## config.mk

```make
export PLATFORM = sky130hd
export DESIGN_NAME = posMapPlb
export DESIGN_NICKNAME = d
export VERILOG_FILES = /design/src/oramPkg.sv /design/src/plbPkg.sv /design/src/leafLfsr.sv /design/src/onChipPosMap.sv /design/src/plbCache.sv /design/src/posMapControl.sv /design/src/posMapPlb.sv
export SDC_FILE = /design/constraint.sdc
export NUM_CORES = 2
export LEC_CHECK = 0
export ABC_AREA = 1
export BUFFER_PORTS_ARGS = -buffer_cell sky130_fd_sc_hd__buf_2
export CAP_MARGIN = 30
export CORE_UTILIZATION = 30
export DETAILED_ROUTE_END_ITERATION = 10
export SLEW_MARGIN = 30
export SYNTH_ARGS = -nofsm -noshare
export SYNTH_HDL_FRONTEND = slang
export SYNTH_SLANG_ARGS = --single-unit
```

## constraint.sdc

```tcl
create_clock -name Clock -period 8 [get_ports Clock]
set_input_delay 0 -clock Clock [delete_from_list [all_inputs] [get_ports Clock]]
set_output_delay 0 -clock Clock [all_outputs]
set_load 0.01 [all_outputs]
```

## src/oramPkg.sv

```systemverilog
`default_nettype none

package oramPkg;

    // ====================
    // Program address and leaf geometry
    // ====================
    localparam int OramU = 16;                  // Program address width
    localparam int OramL = 10;                  // Leaf label width

    // One position map entry is {written, leaf}
    localparam int EntryWidth = OramL + 1;

    // ====================
    // On-chip position map region
    // ====================
    localparam logic [OramU-1:0] PosMapStart = 16'hFF00;
    localparam int LogPosMapEntries = 8;        // 256 entries above PosMapStart

endpackage

`default_nettype wire

```

## src/plbPkg.sv

```systemverilog
`default_nettype none

package plbPkg;

    // ====================
    // Command codes
    // ====================
    localparam logic [1:0] CmdUpdate     = 2'd0;
    localparam logic [1:0] CmdRead       = 2'd1;
    localparam logic [1:0] CmdRefill     = 2'd2;
    localparam logic [1:0] CmdInitRefill = 2'd3;

    // ====================
    // PLB geometry
    // ====================
    localparam int LogLeafInBlock = 2;          // 4 entries per block
    localparam int LeafWidth = (1 << LogLeafInBlock) * oramPkg::EntryWidth;
    localparam int LogPlbSets = 4;              // 16 direct-mapped lines

    // ====================
    // Leaf LFSR
    // ====================
    localparam logic [15:0] LfsrSeed = 16'hACE1;
    localparam logic [15:0] LfsrTaps = 16'hB400;   // Galois feedback mask

    // A block is moved around as one raw word, but looked up per entry.
    // Entry i sits at bits [i*EntryWidth +: EntryWidth] with the written bit on top
    typedef union packed {
        logic [LeafWidth-1:0] raw;
        logic [(1 << LogLeafInBlock)-1:0][oramPkg::EntryWidth-1:0] entries;
    } plbBlock_t;

endpackage

`default_nettype wire

```

## src/leafLfsr.sv

```systemverilog
`default_nettype none

module leafLfsr (
    input  wire logic                       Clock,
    input  wire logic                       reset,
    input  wire logic                       advance,
    output logic [oramPkg::OramL-1:0]       leaf
);
    import oramPkg::*;
    import plbPkg::*;

    logic [15:0] state;

    // Right-shifting Galois form that folds in the taps when bit 0 falls out
    always_ff @(posedge Clock) begin
        if (reset) begin
            state <= LfsrSeed;
        end else if (advance) begin
            state <= (state >> 1) ^ (state[0] ? LfsrTaps : 16'h0000);
        end
    end

    assign leaf = state[OramL-1:0];

endmodule

`default_nettype wire

```

## src/onChipPosMap.sv

```systemverilog
`default_nettype none

module onChipPosMap (
    input  wire logic                                   Clock,
    input  wire logic                                   reset,
    input  wire logic                                   enable,
    input  wire logic                                   write,
    input  wire logic [oramPkg::LogPosMapEntries-1:0]   addr,
    input  wire logic [oramPkg::OramL-1:0]              leafIn,
    output logic [oramPkg::EntryWidth-1:0]              entry
);
    import oramPkg::*;

    // Leaf storage
    logic [OramL-1:0] leafRam [1 << LogPosMapEntries];

    // One written flag per entry
    logic [(1 << LogPosMapEntries)-1:0] writtenFlags;

    // ====================
    // Flags
    // ====================
    always_ff @(posedge Clock) begin
        if (reset) begin
            writtenFlags <= '0;
        end else if (enable && write) begin
            writtenFlags[addr] <= 1'b1;
        end
    end

    // ====================
    // RAM with read-before-write
    // ====================
    always_ff @(posedge Clock) begin
        if (enable) begin
            entry <= {writtenFlags[addr], leafRam[addr]};   // Old value on an update
            if (write) begin
                leafRam[addr] <= leafIn;
            end
        end
    end

endmodule

`default_nettype wire

```

## src/plbCache.sv

```systemverilog
`default_nettype none

module plbCache (
    input  wire logic                           Clock,
    input  wire logic                           reset,
    input  wire logic                           enable,
    input  wire logic [1:0]                     cmd,
    input  wire logic [oramPkg::OramU-1:0]      addr,
    input  wire logic [oramPkg::OramL-1:0]      leafIn,
    input  wire plbPkg::plbBlock_t              blockIn,
    output logic                                valid,
    output logic                                hit,
    output logic [oramPkg::EntryWidth-1:0]      entry,
    output logic                                evict,
    output logic [oramPkg::OramU-1:0]           evictAddr,
    output plbPkg::plbBlock_t                   evictBlock
);
    import oramPkg::*;
    import plbPkg::*;

    // Address splits into tag, index and offset
    logic [OramU-LogLeafInBlock-LogPlbSets-1:0] tag;
    logic [LogPlbSets-1:0]                      index;
    logic [LogLeafInBlock-1:0]                  offset;
    logic                                       lineHit;

    // Line state
    logic [(1 << LogPlbSets)-1:0]               occupied;
    logic [OramU-LogLeafInBlock-LogPlbSets-1:0] tags [1 << LogPlbSets];
    plbBlock_t                                  blocks [1 << LogPlbSets];

    assign tag    = addr[OramU-1:LogLeafInBlock+LogPlbSets];
    assign index  = addr[LogLeafInBlock +: LogPlbSets];
    assign offset = addr[LogLeafInBlock-1:0];

    assign lineHit = occupied[index] && (tags[index] == tag);

    // ====================
    // Control state
    // ====================
    always_ff @(posedge Clock) begin
        if (reset) begin
            valid    <= 1'b0;
            occupied <= '0;
        end else begin
            valid <= enable;                            // Fixed one-cycle latency
            if (enable && cmd == CmdRefill) begin
                occupied[index] <= 1'b1;
            end
        end
    end

    // ====================
    // Lookup, update, refill
    // ====================
    always_ff @(posedge Clock) begin
        if (enable) begin
            hit   <= lineHit;
            entry <= blocks[index].entries[offset];
            evict <= 1'b0;

            // Victim info is the line as it stood before this access
            evictAddr  <= {tags[index], index, {LogLeafInBlock{1'b0}}};
            evictBlock <= blocks[index];

            case (cmd)
                CmdUpdate: begin
                    if (lineHit) begin
                        blocks[index].entries[offset] <= {1'b1, leafIn};
                    end
                end
                CmdRefill: begin
                    evict         <= occupied[index];     // No dirty tracking
                    tags[index]   <= tag;
                    blocks[index] <= blockIn;
                end
                default: begin
                    // Read only looks
                end
            endcase
        end
    end

endmodule

`default_nettype wire

```

## src/posMapControl.sv

```systemverilog
`default_nettype none

module posMapControl (
    input  wire logic                                   Clock,
    input  wire logic                                   reset,
    input  wire logic                                   CmdValid,
    output logic                                        CmdReady,
    input  wire logic [1:0]                             Cmd,
    input  wire logic [oramPkg::OramU-1:0]              AddrIn,
    input  wire logic                                   DInValid,
    input  wire plbPkg::plbBlock_t                      DIn,
    input  wire logic                                   OutReady,
    output logic                                        Valid,
    output logic                                        Hit,
    output logic                                        UnInit,
    output logic [oramPkg::OramL-1:0]                   OldLeafOut,
    output logic [oramPkg::OramL-1:0]                   NewLeafOut,
    output logic                                        Evict,
    output logic [oramPkg::OramU-1:0]                   AddrOut,
    output logic                                        EvictDataOutValid,
    output plbPkg::plbBlock_t                           EvictDataOut,
    output logic                                        mapEnable,
    output logic                                        mapWrite,
    output logic [oramPkg::LogPosMapEntries-1:0]        mapAddr,
    input  wire logic [oramPkg::EntryWidth-1:0]         mapEntry,
    output logic                                        plbEnable,
    output logic [1:0]                                  plbCmd,
    output logic [oramPkg::OramU-1:0]                   plbAddr,
    output plbPkg::plbBlock_t                           plbBlockIn,
    input  wire logic                                   plbValid,
    input  wire logic                                   plbHit,
    input  wire logic [oramPkg::EntryWidth-1:0]         plbEntry,
    input  wire logic                                   plbEvict,
    input  wire logic [oramPkg::OramU-1:0]              plbEvictAddr,
    input  wire plbPkg::plbBlock_t                      plbEvictBlock,
    input  wire logic [oramPkg::OramL-1:0]              freshLeaf,
    output logic                                        lfsrAdvance,
    output logic [oramPkg::OramL-1:0]                   writeLeaf
);
    import oramPkg::*;
    import plbPkg::*;

    logic                  busy;          // High from command accept until the response is taken
    logic                  issuing;       // Waiting to strobe a store
    logic                  pending;       // Store strobed and result due
    logic [1:0]            cmdReg;
    logic [OramU-1:0]      addrReg;
    logic                  useMap;
    logic                  cmdFire;
    logic                  go;
    logic                  load;
    logic                  isRefill;
    logic                  resHit;
    logic                  resEvict;
    logic [EntryWidth-1:0] resEntry;
    logic [OramL-1:0]      oldLeaf;
    logic [OramU-1:0]      mapOffset;

    assign CmdReady = !busy;
    assign cmdFire  = CmdValid && CmdReady;
    assign isRefill = (cmdReg == CmdRefill) || (cmdReg == CmdInitRefill);

    // A refill holds here until its data beat shows up
    assign go = issuing && ((cmdReg != CmdRefill) || DInValid);

    // ====================
    // Store strobes
    // ====================
    assign mapEnable = go && useMap;
    assign mapWrite  = mapEnable && (cmdReg == CmdUpdate);
    assign mapOffset = addrReg - PosMapStart;
    assign mapAddr   = mapOffset[LogPosMapEntries-1:0];

    assign plbEnable  = go && !useMap;
    assign plbCmd     = (cmdReg == CmdInitRefill) ? CmdRefill : cmdReg;
    assign plbAddr    = isRefill ? {addrReg[OramU-1:LogLeafInBlock], {LogLeafInBlock{1'b0}}}
                                 : addrReg;
    assign plbBlockIn = (cmdReg == CmdRefill) ? DIn : plbBlock_t'('0);  // Init refill is all unwritten

    assign writeLeaf = freshLeaf;

    // ====================
    // Result merge
    // ====================
    assign load     = pending && (useMap || plbValid);
    assign resHit   = useMap || plbHit;             // The map always hits
    assign resEvict = !useMap && plbEvict;
    assign resEntry = useMap ? mapEntry : plbEntry;
    assign oldLeaf  = resHit ? resEntry[OramL-1:0] : '0;

    // The fresh leaf is consumed only by an update that actually wrote
    assign lfsrAdvance = load && resHit && (cmdReg == CmdUpdate);

    always_ff @(posedge Clock) begin
        if (reset) begin
            busy              <= 1'b0;
            issuing           <= 1'b0;
            pending           <= 1'b0;
            Valid             <= 1'b0;
            EvictDataOutValid <= 1'b0;
        end else begin
            if (cmdFire) begin
                busy    <= 1'b1;
                issuing <= 1'b1;
            end
            if (go) begin
                issuing <= 1'b0;
                pending <= 1'b1;
            end
            if (load) begin
                pending           <= 1'b0;
                Valid             <= 1'b1;
                EvictDataOutValid <= resEvict;
            end else if (Valid && OutReady) begin
                Valid             <= 1'b0;
                EvictDataOutValid <= 1'b0;
                busy              <= 1'b0;     // Next command can go in
            end
        end
    end

    // Command and response payload
    always_ff @(posedge Clock) begin
        if (cmdFire) begin
            cmdReg  <= Cmd;
            addrReg <= AddrIn;
            useMap  <= (AddrIn >= PosMapStart) && ((Cmd == CmdUpdate) || (Cmd == CmdRead));
        end
        if (load) begin
            Hit          <= resHit;
            UnInit       <= resHit && !resEntry[OramL];
            OldLeafOut   <= oldLeaf;
            NewLeafOut   <= lfsrAdvance ? freshLeaf : oldLeaf;
            Evict        <= resEvict;
            AddrOut      <= resEvict ? plbEvictAddr : addrReg;
            EvictDataOut <= plbEvictBlock;
        end
    end

endmodule

`default_nettype wire

```

## src/posMapPlb.sv

```systemverilog
`default_nettype none

module posMapPlb (
    input  wire logic                           Clock,
    input  wire logic                           reset,
    input  wire logic                           CmdValid,
    output logic                                CmdReady,
    input  wire logic [1:0]                     Cmd,
    input  wire logic [oramPkg::OramU-1:0]      AddrIn,
    input  wire logic                           DInValid,
    input  wire plbPkg::plbBlock_t              DIn,
    input  wire logic                           OutReady,
    output logic                                Valid,
    output logic                                Hit,
    output logic                                UnInit,
    output logic [oramPkg::OramL-1:0]           OldLeafOut,
    output logic [oramPkg::OramL-1:0]           NewLeafOut,
    output logic                                Evict,
    output logic [oramPkg::OramU-1:0]           AddrOut,
    output logic                                EvictDataOutValid,
    output plbPkg::plbBlock_t                   EvictDataOut
);
    import oramPkg::*;
    import plbPkg::*;

    // Controller to on-chip map
    logic                        mapEnable;
    logic                        mapWrite;
    logic [LogPosMapEntries-1:0] mapAddr;
    logic [EntryWidth-1:0]       mapEntry;

    // Controller to PLB
    logic                        plbEnable;
    logic [1:0]                  plbCmd;
    logic [OramU-1:0]            plbAddr;
    plbBlock_t                   plbBlockIn;
    logic                        plbValid;
    logic                        plbHit;
    logic [EntryWidth-1:0]       plbEntry;
    logic                        plbEvict;
    logic [OramU-1:0]            plbEvictAddr;
    plbBlock_t                   plbEvictBlock;

    // Leaf source
    logic [OramL-1:0]            freshLeaf;
    logic [OramL-1:0]            writeLeaf;
    logic                        lfsrAdvance;

    posMapControl control_inst (
        .Clock(Clock), .reset(reset),
        .CmdValid(CmdValid), .CmdReady(CmdReady), .Cmd(Cmd), .AddrIn(AddrIn),
        .DInValid(DInValid), .DIn(DIn),
        .OutReady(OutReady), .Valid(Valid), .Hit(Hit), .UnInit(UnInit),
        .OldLeafOut(OldLeafOut), .NewLeafOut(NewLeafOut), .Evict(Evict), .AddrOut(AddrOut),
        .EvictDataOutValid(EvictDataOutValid), .EvictDataOut(EvictDataOut),
        .mapEnable(mapEnable), .mapWrite(mapWrite), .mapAddr(mapAddr), .mapEntry(mapEntry),
        .plbEnable(plbEnable), .plbCmd(plbCmd), .plbAddr(plbAddr), .plbBlockIn(plbBlockIn),
        .plbValid(plbValid), .plbHit(plbHit), .plbEntry(plbEntry), .plbEvict(plbEvict),
        .plbEvictAddr(plbEvictAddr), .plbEvictBlock(plbEvictBlock),
        .freshLeaf(freshLeaf), .lfsrAdvance(lfsrAdvance), .writeLeaf(writeLeaf)
    );

    onChipPosMap posMap_inst (
        .Clock(Clock), .reset(reset), .enable(mapEnable), .write(mapWrite),
        .addr(mapAddr), .leafIn(writeLeaf), .entry(mapEntry)
    );

    plbCache plb_inst (
        .Clock(Clock), .reset(reset), .enable(plbEnable), .cmd(plbCmd),
        .addr(plbAddr), .leafIn(writeLeaf), .blockIn(plbBlockIn),
        .valid(plbValid), .hit(plbHit), .entry(plbEntry),
        .evict(plbEvict), .evictAddr(plbEvictAddr), .evictBlock(plbEvictBlock)
    );

    leafLfsr lfsr_inst (
        .Clock(Clock), .reset(reset), .advance(lfsrAdvance), .leaf(freshLeaf)
    );

endmodule

`default_nettype wire

```

==> flow_summary.ini <==
[synth]
synth_top_cell_area_share_pct = 73.2
ys_seq_area_share_pct = 77.2
async_reset_ff_share_pct = 0
synth_largest_area_cell = edfxtp_1
ys_warn_count = 0
netlist_top_cells_area = edfxtp_1 (73%), a22oi_1 (6.0%), dfxtp_1 (4.0%)
synth_edf_count = 3608
synthCells = 10555
ys_ff_latch = 3906
synth_cell_types = 49
ys.flop_type = edfxtp_1
syn_area_mm2 = 0.148
synth_nets = 10622
syn_avg_cell_area_um2 = 14.0

[worst_setup_path]
crit_type = register to register
max_stage_delay_ns = 0.99
cp_max_fo = 24
cp_slowest_cell = edfxtp_1
critPathMostFrequentCell = buf_4
crit_family = buffers and inverters
endpoint_kind = register
r2r_start = control_inst.addrReg[2]
worst_setup_path_start_kind = register
cp_cell_sequence = nor2_4 -> buf_4 -> inv_4 -> buf_4 -> nor2_4 -> inv_2 -> buf_4 -> a21oi_1 -> or2_0 -> nor2_1 -> nand3_1 -> o21ai_0 -> nand2_1 -> inv_1 -> nand2_1
r2r_end = posMap_inst.entry[6]
cp_data_required_time_ns = 8.68
worst-path-buf-inv = 6
crit_arrival_ns = 6.41
rrSetupSlack_ns = 2.27
worstRegToRegCells = 15

[hold_path]
hold_depth = 4
min-delay-start = AddrIn[3]
hold_path_class = primary input to register

[clock_network]
cts_buffers = 385
clkLatencyLatePin_ns = 0.94
htree_levels = 5
clkSinkCount = 3906
path_clk_slew_ns = 0.06
cts.path.max_buffers = 4
cts_tree = yes
post_cts_buffers = 0
root_buffer = clkbuf_16

[global_routing]
use_met2_pct = 27.7
gr-total-overflow = 0
grt_antenna_before_repair = 18
grt_pass1_vias = 87726
use_met3_pct = 3.57
busiest_layer = met2
grt_max_degree = 200
grt.total_usage_pct = 18.0
globalRouteMet1Util_pct = 25.4
grt_pass1_wl_mm = 660

[layout]
syn2layout_area_growth_pct = 15.0
finalInstanceArea_mm2 = 0.170
final_common_cell = edfxtp_1
fin_nets = 10787
drive_gt1_share_pct = 12.5
utilization_pct = 34.7
most-common-layout-cells = edfxtp_1 (3,608), nand2_1 (1,290), a22oi_1 (1,187)
num-fill-cells = 46935
multi_input_area_mm2 = 0.0303
regArea_mm2 = 0.114

[floorplanning]
pin_count = 153
die_x_um = 704
start_util_pct = 30.2
fp.dieH_um = 704
fp.coreArea_mm2 = 0.491
die_area_mm2 = 0.496
rows = 257

[drt]
drc = 0
routed_wl_mm = 469
vias_per_cell = 5.36
vias = 93974
drt_first_pass_iters = 6
ant_nets = 0
drt_iter0_drc = 14508
wl_per_cell_um = 26.8

[sta]
rsz0062_at_grt = false
worst_slew_pin_slew_ns = 1.14
finalCriticalPeriod_ns = 5.73
skew_ns = 0.0829
fin_setup_tns_ns = 0
fin_crit_sh_pct = 71.6
setup_viol = 0
fmax_mhz = 175
final-hold-violation-count = 0
drv_slew = 0
slew_headroom_pct = 24.2

[placement]
dp_hpwl_mm = 281
portBuffers = 152
placed_area_mm2 = 0.157
place_congestion = 0.853

[power_and_ir_drop]
combPwrFrac_pct = 5.4
seqPwrFrac_pct = 51.9
p_switching_w = 0.00956
pwr-share-clk_pct = 42.7
p_leak_nw = 53.2
power.density_mw_per_mm2 = 251
p_sw_share_pct = 22.4
intPower_w = 0.0332
max-vdd-ir-drop_mv = 0.182

[job]
maxCapViolations = 0

[status]
outcome = completed
worst max path at each step:
stage,to,cells past startpoint,slack (ns),startpoint
after global routing,posMap_inst.entry[6],15,2.24,control_inst.addrReg[2]
after detailed placement,posMap_inst.entry[6],15,2.46,control_inst.addrReg[2]
after global placement,posMap_inst.entry[6],15,2.54,control_inst.addrReg[2]
after floorplan,plb_inst.blocks[0][20],2,3.44,lfsr_inst.state[9]
after CTS,posMap_inst.entry[6],15,2.41,control_inst.addrReg[2]
final,posMap_inst.entry[6],15,2.27,control_inst.addrReg[2]
worst min-delay path, cell delays in order:
cell and delay (ns):
dlygate4sd3_1 0.55, buf_2 0.18, nand2_1 0.06, o21ai_0 0.06
power by group through the flow:
| stage | sequential [W] | clock, W | combinational (W) |
|---|---|---|---|
| 2_1_floorplan | 0.0226 | 0 | 0.00127 |
| 3_3_place_gp | 0.0226 | 0 | 0.00221 |
| 3_5_place_dp | 0.0226 | 0 | 0.00224 |
| 4_1_cts | 0.0222 | 0.0183 | 0.00226 |
| 5_1_grt | 0.0222 | 0.0191 | 0.00243 |
| 6_report | 0.0222 | 0.0182 | 0.00231 |
layer usage:
metal,up-vias,wire (um)
li1,40028,-
met1,47761,189000
met2,5433,211000
met3,752,51500
met4,0,16700
met5,-,0
metrics by stage:
stage | instances | hold slack [ns] | total power [W] | setup WS [ns]
after CTS | 17510 | 0.000987 | 0.0428 | 2.41
after detailed placement | 16746 | 0.179 | 0.0249 | 2.46
after floorplan | 10555 | 0.0989 | 0.0239 | 3.44
after global routing | 17515 | 0.0394 | 0.0437 | 2.24
final | 17517 | 0.0256 | 0.0427 | 2.27
after global placement | 16736 | 0.177 | 0.0248 | 2.54
Yosys cell counts, types with 2 or more instances:
library cell and instances:
nor2_4 6, a22o_1 10, a221oi_1 7, edfxtp_1 3608, nor2_2 31, nand4_1 119
nand2_2 6, or2_2 86, a211oi_1 3, nor3_1 32, clkbuf_1 336, inv_4 2
nand3b_1 4, nand3_1 233, buf_6 5, clkinv_1 2, o21ai_0 654, buf_4 10
and3_1 14, a31oi_1 6, inv_1 311, a21oi_1 500, inv_2 28, a22oi_1 1187
buf_1 93, o31ai_1 12, nand2_1 1292, a21o_1 22, dfxtp_1 298, nor3b_1 4
o211ai_1 56, nor2_1 1092, o21a_1 11, or2_1 24, xnor2_1 3, or2_0 13
nor4_1 2, o22ai_1 51, o221ai_1 127, o21ai_1 31, buf_2 216
repair_timing:
action,in CTS,in global routing
resized for setup,0,0
hold buffers,57,0
endpoints found under the hold margin,242,0
registers in the layout (all words and copies together) (netlist names), 14 cells and up, named ones only:
name                       count
posMap_inst.leafRam         2560
plb_inst.tags                160
posMap_inst.writtenFlags     256
control_inst.AddrOut          16
lfsr_inst.state               16
control_inst.EvictDataOut     44
plb_inst.blocks              704
plb_inst.occupied             16
plb_inst.evictBlock           44
plb_inst.evictAddr            14
control_inst.addrReg          16
kinds of logic (layout without fill, tap and decap cells):
| family | count (synthesis) | in the layout | share of synthesized area (%) |
|---|---|---|---|
| AOI/OAI and AO/OA | 2682 | 2682 | 11.7 |
| DFF | 3906 | 3906 | 77.2 |
| xor gates and xnor gates | 4 | 4 | 0.0237 |
| and+or+nand+nor | 2960 | 2960 | 8.29 |
| other | 0 | 2 | 0 |
| buffers and inverters | 1003 | 1488 | 2.78 |
cell type report:
type                       instances  area share [%]
clock buffer                     540            6.34
clock inverter                   167            1.04
inverter                         343           0.782
multi-input combinational       5646            17.8
timing repair buffer             438            2.05
antenna                            2         0.00294
sequential                      3906            67.2
tap                             6475            4.76
No activity file was read; power rests on OpenSTA's default activity.
